<file path="src/hw/cpu_datapath_pkg.sv">
// word and address widths, accumulator operation codes
`default_nettype none

package cpu_datapath_pkg;

    localparam int WORD_W = 16;
    localparam int ADDR_W = 12;

    localparam int ACC_OP_W = 5;

    localparam logic [ACC_OP_W-1:0] ACC_NONE    = 5'd0;
    localparam logic [ACC_OP_W-1:0] ACC_INC     = 5'd1;
    localparam logic [ACC_OP_W-1:0] ACC_DEC     = 5'd2;
    localparam logic [ACC_OP_W-1:0] ACC_RTL     = 5'd3;
    localparam logic [ACC_OP_W-1:0] ACC_RTR     = 5'd4;
    localparam logic [ACC_OP_W-1:0] ACC_NOT     = 5'd5;
    localparam logic [ACC_OP_W-1:0] ACC_COM     = 5'd6;
    localparam logic [ACC_OP_W-1:0] ACC_ADD     = 5'd7;
    localparam logic [ACC_OP_W-1:0] ACC_SUB     = 5'd8;
    localparam logic [ACC_OP_W-1:0] ACC_AND     = 5'd9;
    localparam logic [ACC_OP_W-1:0] ACC_OR      = 5'd10;
    localparam logic [ACC_OP_W-1:0] ACC_XOR     = 5'd11;
    localparam logic [ACC_OP_W-1:0] ACC_SET     = 5'd12;
    localparam logic [ACC_OP_W-1:0] ACC_CLR     = 5'd13;
    localparam logic [ACC_OP_W-1:0] ACC_CLW     = 5'd14;
    // highest defined code
    localparam logic [ACC_OP_W-1:0] ACC_IN_LOAD = 5'd15;

endpackage

`default_nettype wire

</file>
<file path="src/hw/cpu_output_port.sv">
// output word register with bit set, bit clear, move and clear-all
`timescale 1ns/100ps
`default_nettype none

module cpu_output_port (
    input  logic                                clk,
    input  logic                                reset,
    input  logic                                set,
    input  logic                                clear,
    input  logic                                move,
    input  logic                                clear_all,
    input  logic [3:0]                          bit_index,
    input  logic [cpu_datapath_pkg::WORD_W-1:0] acc_value,
    output logic [cpu_datapath_pkg::WORD_W-1:0] out_word
);

    always_ff @(posedge clk) begin
        if (reset) begin
            out_word <= '0;
        end else if (set) begin
            out_word[bit_index] <= 1'b1;
        end else if (clear) begin
            out_word[bit_index] <= 1'b0;
        end else if (move) begin
            out_word <= acc_value;
        end else if (clear_all) begin
            out_word <= '0;
        end
    end

    a_one_strobe: assert property (
        @(posedge clk) disable iff (reset) $onehot0({set, clear, move, clear_all}));

endmodule

`default_nettype wire

</file>
<file path="config.mk">
export PLATFORM = sky130hd
export DESIGN_NAME = cpu_output_port
export DESIGN_NICKNAME = d
export VERILOG_FILES = /design/src/hw/cpu_datapath_pkg.sv /design/src/hw/cpu_output_port.sv
export SDC_FILE = /design/constraint.sdc
export NUM_CORES = 1
export LEC_CHECK = 0
export ABC_CLOCK_PERIOD_IN_PS = 2500
export BUFFER_PORTS_ARGS = -buffer_cell sky130_fd_sc_hd__buf_2
export CAP_MARGIN = 10
export CORE_MARGIN = 2
export CORE_UTILIZATION = 45
export CTS_BUF_LIST = sky130_fd_sc_hd__clkbuf_4
export DETAILED_ROUTE_END_ITERATION = 12
export GPL_TIMING_DRIVEN = 1
export HOLD_SLACK_MARGIN = 0.03
export MAX_ROUTING_LAYER = met4
export PLACE_DENSITY_LB_ADDON = 0.15
export SETUP_SLACK_MARGIN = 0.05
export SYNTH_ARGS = -nofsm -noshare
export SYNTH_HDL_FRONTEND = slang
export SYNTH_SLANG_ARGS = --single-unit
</file>
<file path="constraint.sdc">
create_clock -name clk -period 2.5 [get_ports clk]
set_clock_uncertainty 0.1 [all_clocks]
set_input_delay 0.5 -clock clk [delete_from_list [all_inputs] [get_ports clk]]
set_output_delay 0.5 -clock clk [all_outputs]
set_load 0.1 [all_outputs]
</file>
==> Yosys cells after proc, flatten, opt, wreduce, memory -nomap -nowiden <==
Cells that the tools add are included.
{ "totals": {"elab_cells": 14, "regBits": 16, "input_bits": 26, "out_inout_bits": 16} }
{ "op_classes": {"bitwise_logic": 3, "n_lt_le_gt_ge": 2, "muxes": 6, "n_reduce_logical": 2} }
{ "ops": {"columns": ["operator", "count"], "rows": [
  ["$mux W16", 4],
  ["$and A16 B16 Y16", 1],
  ["$not A16 Y16", 1],
  ["$or A16 B16 Y16", 1],
  ["$lt A4 B5 Y1 const B", 1],
  ["$demux W1 S4", 1],
  ["$ge A4 B1 Y1 const B", 1],
  ["$reduce_bool A4 Y1", 1],
  ["$logic_and A1 B1 Y1", 1],
  ["$mux W1", 1]
]} }

==> Logic depth before layout (Yosys ltp) <==
Gate-level depths: netlist (run 1).
{ "depth": {"word_depth": 8, "ltp_mapped": 4, "ltp_nobuf": 3} }

==> Least setup slack after synthesis (run 1) <==
OpenSTA, ideal clock, no wires.
{ "synth_path": {"path_kind": "register to register", "startpoint": "reg out_word[11] in the netlist's numbering", "endpoint": "reg out_word[11] in the netlist's numbering", "setup_ns": 0.073, "path_stages_with_launch": 4, "t_arrival_ns": 1.470, "period_less_slack_ns": 1.643, "path_slack_ns": 0.857, "path_buffers": 0, "t_required_ns": 2.327, "path_cell_list": "dfxtp_1 > nor4b_1 > a311oi_1 > a21oi_1"} }
{ "synth_via": {"elab_chain_cells": 3, "elab_cells_between_ends": 4, "cone_classes": "mux: 2; bitwise: 2"} }
{ "synth_lines": {"columns": ["item", "line", "source"], "rows": [
  ["start, declared", "cpu_output_port.sv:14", "output logic [cpu_datapath_pkg::WORD_W-1:0] out_word"],
  ["start signal, assigned", "cpu_output_port.sv:25", "out_word <= acc_value;"],
  ["$and A16 B16 Y16 (no source line)", null, null],
  ["$mux W16", "cpu_output_port.sv:22", "end else if (clear) begin"],
  ["$mux W16 *", "cpu_output_port.sv:20", "end else if (set) begin"]
]} }
Every way passes the cells marked *; elsewhere a longest branch is shown, timed or not.
A chain may end at the register's enable or synchronous reset.

==> Worst setup path after layout (run 1) <==
{ "layout_path": {"startpoint": "reg out_word[9] in the netlist's numbering", "endpoint": "out out_word[9] in the netlist's numbering"} }
No word-level cell between the ends.

==> impl_metrics.ini, run 1 <==
[min_path]
hold_end = out_word[7]
hold_path.class = reg -> reg
min_path_cells = 2
min_from = out_word[7]

[floorplanning]
fp.dieW_um = 54.6
ios = 42
initial_utilization_pct = 47.0
num_rows = 18
die_area_um2 = 2980
core_um2 = 2450
die_y_um = 54.6

[sta]
tns_ns = 0
fin_crit_ns = 1.75
hold_ws_ns = 0.395
fmax_ghz = 0.573
finalSetupViolCount = 0
slew_violations = 0
worstMarginPinSlew_ns = 0.519
slew_headroom_pct = 65.4
hold_viol = 0
post-route-period-util_pct = 69.8
rsz0062_at_grt = no

[clock_tree]
cts_num_sinks = 16
cts_resized = 0
post_cts_buffers = 0
clock_latency_ns = 0.29
cts.path.max_buffers = 2
cts_tree = built
cts-root-buf = clkbuf_4
numCtsBuffers = 3
clkTransAtPathRegs_ns = 0.10
hold_buffers = 0
htree_levels = 1

[detailed_routing]
wl_per_cell_um = 15.9
first_pass_iters = 4
drtAntennaViolNets = 0
viasPerCell = 6.21
vias = 1210
drt-total-wl_mm = 3.10
drt_iter0_drc = 20
drc = 0

[job]
max_cap_viol_count = 0

[grt]
grt-ovfl-total = 0
antenna_found_initial = 0
grt_pass1_vias = 1128
grt_max_degree = 25
grt_usage_pct = 23.9
grt_first_pass_wirelength_mm = 5.03

[synthesis]
ys_async_sr_fraction_pct = 0
syn_inst = 130
yosysTopAreaCell = dfxtp_1
yosysWarnings = 0
synth_top_cell_area_share_pct = 27.8
synth.cell_area_um2 = 1150
synth_nets = 156
ys_seq_area_share_pct = 27.8
avgSynthCellArea_um2 = 8.87
ys_seq_elements = 16
yosysUniqueCellTypes = 40
synth_area_leaders = dfxtp_1, a22oi_2, a41oi_2, nand2_1, a41oi_1
synth_edf_count = 0
ys.flop_type = dfxtp_1

[critical_path]
crit_type = reg -> out
critical_path_arrival_ns = 1.15
cp-end-kind = primary output
crit_required_ns = 1.90
critical-path-top-delay-family = buffers and inverters
cpPeakStageDelay_ns = 0.45
cp_num_cells = 1
rr_worst_depth = 3
cp_num_buf_inv = 1
cp_slowest_cell = buf_2
r2r-end = out_word[11]
cp-start-kind = register
rr_startpoint = out_word[11]
path_max_fanout = 4
path_cells = buf_2
rrSetupSlack_ns = 1.45

[power]
ir_drop_mv = 0.329
p_leak_uw = 0.000476
power.density_nw_per_um2 = 497

[placed_design]
dp_hpwl_mm = 2.19
portBuffers = 41
gp_congestion = 0.804

[cells_and_area]
nNetsFinal = 193
largest_reg_flops = 16
final_cell_mix = buf_2, nand2_1, dfxtp_1
mostFrequentLayoutCell = buf_2
top_regs = out_word (16)
num_antenna_cells = 0
drive_above_1_share_pct = 39.4
area_growth_pct = 19.2
regMostFlops = out_word

[status]
status = finished clean
area by class of cell:
cell class / count / area, um^2
Fill cell: 231 / 1080
Tap cell: 30 / 37.5
Timing Repair Buffer: 44 / 228
Sequential cell: 16 / 320
Clock buffer: 3 / 22.5
Multi-Input combinational cell: 102 / 767
through the flow:
stage               utilization [%]  total power, uW  setup slack (ns)  instances  area, um^2
CTS                            56.0              689             0.749        195        1380
floorplan                         -              490             0.857        130        1150
finish                         56.0              683             0.755        195        1380
global placement               55.1              545             0.700        192        1350
detailed placement             55.1              547             0.663        192        1350
global route                   56.0              711             0.721        195        1380
Yosys cell counts, types with 2 or more instances:
library cell  number
and3b_1            2
a21oi_1            2
nand2_1           23
a41oi_2            6
nand3_1            5
nand4b_1           2
a41oi_1            6
nand2b_1           6
dfxtp_1           16
a22oi_2            8
nor2b_1            2
buf_2              8
nor2_1             4
a22oi_1            6
o211ai_1           5
clkbuf_1           2
o311ai_1           4
report_power, final:
part	total, uW	internal, uW	leakage, uW	switching (uW)
Combinational	255	63.4	0.000332	192
Clock	142	56.0	0.0000138	85.5
Sequential	286	271	0.000131	15.2
Total	683	390	0.000476	293
per-layer routing:
layer	part of all wire, %	global-route usage, %	vias up
met3	5.0	2.73	4
met2	51	39.3	39
met1	43	30.3	576
li1	-	-	591
met5	0	-	-
met4	0.90	7.92	0
worst min-delay path: cells and delay by family, from the launching register on:
family | cells | cell delay, ns
flops | 1 | 0.32
simple gates | 1 | 0.07
compound gates | 1 | 0.07
how the worst max path moves through the flow:
stage                 start            to  slack [ns]
2_1_floorplan  out_word[11]  out_word[11]        0.86
3_3_place_gp            set   out_word[8]        0.70
3_5_place_dp            set   out_word[8]        0.66
4_1_cts         out_word[9]   out_word[9]        0.75
5_1_grt         out_word[8]   out_word[8]        0.72
6_report        out_word[9]   out_word[9]        0.75
cell families (layout without fill, tap and decap cells):
logic type / count (synthesis) / in the layout / share of synthesized area (%)
AND/OR/NAND/NOR: 54 / 54 / 26.4
AO/OA/AOI/OAI: 48 / 48 / 40.1
flip-flops: 16 / 16 / 27.8
buffers and inverters: 12 / 47 / 5.75
(Power assumes the default switching activity.)
==> inputs of run 2 (changes only) <==
- ABC_CLOCK_PERIOD_IN_PS: 2500 -> 1610
- clock period: 2.5 -> 1.61 ns (I/O delays scaled with it)
==> impl_metrics.ini, run 2 (synthesized netlist as in run 1, its figures left out) <==
[placed_design]
dp_slack_ns = 0.121
gp_congestion = 0.865
place_area_um2 = 1420
portBuffers = 41
dp_hpwl_mm = 2.41

[cells_and_area]
largest_reg_flops = 16
fin_area_um2 = 1460
regMostFlops = out_word
nNetsFinal = 199
area_growth_pct = 26.7
mostFrequentLayoutCell = buf_2
num_antenna_cells = 0
fillers = 235
top_regs = out_word (16)
drive_above_1_share_pct = 45.9
final_cell_mix = buf_2, nand2_1, buf_4

[sta]
slew_violations = 0
slew_headroom_pct = 67.7
worst_slack_ns = 0.0942
finalSetupViolCount = 0
hold_viol = 0
tns_ns = 0
worstMarginPinSlew_ns = 0.488
post-route-period-util_pct = 94.1
fin_crit_ns = 1.52
rsz0062_at_grt = no
fmax_ghz = 0.660

[critical_path]
path_max_fanout = 4
critical-path-top-delay-family = buffers and inverters
cp_num_buf_inv = 1
crit_required_ns = 1.19
crit_type = reg -> out
cpPeakStageDelay_ns = 0.43
cp-end-kind = primary output
cp_slowest_cell = buf_2
critical_path_arrival_ns = 1.09
cp-start-kind = register
path_cells = buf_2

[detailed_routing]
drc = 0
viasPerCell = 6.18
vias = 1248
drtAntennaViolNets = 0
wl_per_cell_um = 15.9
drt-total-wl_mm = 3.22
first_pass_iters = 4
drt_iter0_drc = 25

[grt]
grt_pass1_vias = 1219
antenna_found_initial = 0
grt_max_degree = 17
grt-ovfl-total = 0
grt_first_pass_wirelength_mm = 5.45
grt_usage_pct = 25.9

[status]
status = finished clean

[power]
p_leak_uw = 0.000512
power.density_nw_per_um2 = 749
ir_drop_mv = 0.487

[clock_tree]
cts_tree = built
numCtsBuffers = 3
cts-root-buf = clkbuf_4
clkTransAtPathRegs_ns = 0.10
clock_latency_ns = 0.30
post_cts_buffers = 0
cts.path.max_buffers = 2
htree_levels = 1
cts_num_sinks = 16

[floorplanning]
ios = 42
core_um2 = 2450
die_area_um2 = 2980
initial_utilization_pct = 47.0
die_y_um = 54.6
fp.dieW_um = 54.6
num_rows = 18

[min_path]
hold_path.class = in -> reg

[job]
max_cap_viol_count = 0
[run 2: final cells by class]
class / count / area [um^2] / share of cell area, %
flip-flops and latches: 16 / 330 / 22.6
clock inverters: 1 / 3.75 / 0.257
well taps: 30 / 37.5 / 2.57
multi-input cells: 102 / 767 / 52.5
clock buffers: 3 / 22.5 / 1.54
repair buffers: 50 / 300 / 20.5
[run 2: path summary, 6_finish.rpt]
check	from	to	slack, ns	depth (start not counted)
setup / recovery	out_word[4]	out_word[4]	0.09	1
hold / removal	reset	out_word[3]	0.24	2
setup reg to reg	out_word[11]	out_word[11]	0.59	3
hold reg to reg	out_word[7]	out_word[7]	0.40	2
[run 2: stage by stage]
| step | hold slack (ns) | instances | total power (uW) | utilization, % |
|---|---|---|---|---|
| after floorplan | 0.438 | 130 | 764 | - |
| after global placement | 0.367 | 198 | 863 | 57.8 |
| after detailed placement | 0.387 | 198 | 868 | 57.8 |
| after CTS | 0.249 | 202 | 1100 | 59.3 |
| after global routing | 0.254 | 202 | 1140 | 59.5 |
| final | 0.240 | 202 | 1090 | 59.5 |
[run 2: repair_timing]
action | 4_1_cts | 5_1_grt
hold buffers | 0 | 0
gates resized for setup | 4 | 2
endpoints found under the setup margin | 4 | 2
hold endpoints to repair | 0 | 0
[run 2: power breakdown]
part | internal [uW] | leakage [uW] | total (uW) | switching [uW]
sequential | 423 | 0.000134 | 447 | 23.4
combinational | 116 | 0.000363 | 416 | 301
clock | 90.3 | 0.0000154 | 232 | 141
total | 629 | 0.000512 | 1090 | 466
[run 2: metal layers]
metal | up-vias | wire (um) | part of all wire [%] | GRT usage [%]
li1 | 603 | - | - | -
met1 | 590 | 1330 | 41 | 31.8
met2 | 51 | 1630 | 51 | 43.1
met3 | 4 | 227 | 7.1 | 2.73
met4 | 0 | 29 | 0.90 | 10.0
met5 | - | 0 | 0 | -
==> inputs of run 3 (changes only) <==
- PLACE_DENSITY: unset -> 0.74
- PLACE_DENSITY_LB_ADDON: 0.15 -> unset
- SETUP_SLACK_MARGIN: 0.05 -> 0.1
==> impl_metrics.ini, run 3 (synthesized netlist as in run 1, its figures left out) <==
[power]
power_uw = 1090
power.density_nw_per_um2 = 741
p_leak_uw = 0.000506
ir_drop_mv = 0.494

[cells_and_area]
nNetsFinal = 199
regMostFlops = out_word
drive_above_1_share_pct = 49.1
fillers = 230
final_cell_mix = buf_2, nand2_1, clkbuf_4
top_regs = out_word (16)
mostFrequentLayoutCell = buf_2
area_growth_pct = 27.5
fin_area_um2 = 1470
largest_reg_flops = 16
num_antenna_cells = 0
finalNonFillerCells = 201

[placed_design]
dp_hpwl_mm = 2.48
portBuffers = 41
place_area_um2 = 1410
placed_cells = 198
gp_congestion = 0.859

[floorplanning]
initial_utilization_pct = 47.0
num_rows = 18
ios = 42
die_area_um2 = 2980
die_y_um = 54.6
core_um2 = 2450
fp.dieW_um = 54.6

[critical_path]
crit_required_ns = 1.19
rr_worst_depth = 3
cp-start-kind = register
rr_startpoint = out_word[11]
cpPeakStageDelay_ns = 0.42
crit_type = reg -> out
path_cells = buf_2
r2r-end = out_word[11]
cp-end-kind = primary output
rrSetupSlack_ns = 0.55
critical-path-top-delay-family = buffers and inverters
path_max_fanout = 4
critical_path_arrival_ns = 1.06
cp_num_buf_inv = 1
cp_slowest_cell = buf_2

[detailed_routing]
viasPerCell = 6.21
drt_iter0_drc = 30
drc = 0
drt-total-wl_mm = 3.25
drtAntennaViolNets = 0
wl_per_cell_um = 16.2
first_pass_iters = 4
vias = 1248

[sta]
fmax_ghz = 0.673
post-route-period-util_pct = 92.3
slew_headroom_pct = 68.0
finalSetupViolCount = 0
fin_crit_ns = 1.49
rsz0062_at_grt = no
worstMarginPinSlew_ns = 0.484
hold_ws_ns = 0.249
tns_ns = 0
slew_violations = 0
hold_viol = 0

[clock_tree]
cts.path.max_buffers = 2
clock_latency_ns = 0.29
post_cts_buffers = 0
htree_levels = 1
cts_num_sinks = 16
clkTransAtPathRegs_ns = 0.09
cts-root-buf = clkbuf_4
cts_tree = built
numCtsBuffers = 3

[grt]
use_met2_pct = 38.3
grt_pass1_vias = 1116
grt_max_degree = 17
grt-ovfl-total = 0
use_met1_pct = 31.4
grt_usage_pct = 24.1
grt_first_pass_wirelength_mm = 5.02
grt-busiest-layer = met2
grtUsageMet3_pct = 3.83
antenna_found_initial = 0

[min_path]
min_path_cells = 3
min_from = acc_value[11]
hold_end = out_word[11]
hold_path.class = in -> reg

[job]
max_cap_viol_count = 0

[status]
status = finished clean
==> run 3: worst max path at each step <==
stage                 start      endpoint  slack [ns]  cells after the start
6_report       out_word[11]  out_word[11]        0.12                      1
3_5_place_dp   bit_index[3]  out_word[10]        0.09                      4
4_1_cts        out_word[15]  out_word[15]        0.10                      1
3_3_place_gp   bit_index[3]  out_word[10]        0.14                      4
2_1_floorplan   out_word[0]   out_word[0]        0.11                      2
5_1_grt        out_word[11]  out_word[11]        0.10                      1
==> run 3: cell type report <==
| class | instances | area, um^2 | share of cell area (%) |
|---|---|---|---|
| clock buffers | 3 | 22.5 | 1.53 |
| multi-input cells | 102 | 767 | 52.1 |
| flip-flops and latches | 16 | 337 | 22.9 |
| well taps | 30 | 37.5 | 2.55 |
| repair buffers | 50 | 308 | 20.9 |
==> run 3: metrics by stage <==
step	util [%]	setup WS, ns
2_1_floorplan	-	0.115
5_1_grt	59.9	0.101
6_report	59.9	0.123
3_5_place_dp	57.6	0.0852
3_3_place_gp	57.6	0.144
4_1_cts	58.8	0.102
==> run 3: layer usage <==
layer / up-vias / wire length (um)
li1: 600 / -
met1: 597 / 1460
met2: 46 / 1570
met3: 5 / 191
met4: 0 / 29
met5: - / 0
==> run 3: what timing repair did <==
item,in CTS,in global routing
hold buffers,0,0
gates resized for setup,3,11
endpoints found under the setup margin,3,11
pin swaps,0,0
==> run 3: report_power, final <==
part           internal [uW]  total, uW  switching [uW]
clock                   87.1        221             133
sequential               425        451            26.1
combinational            118        418             300
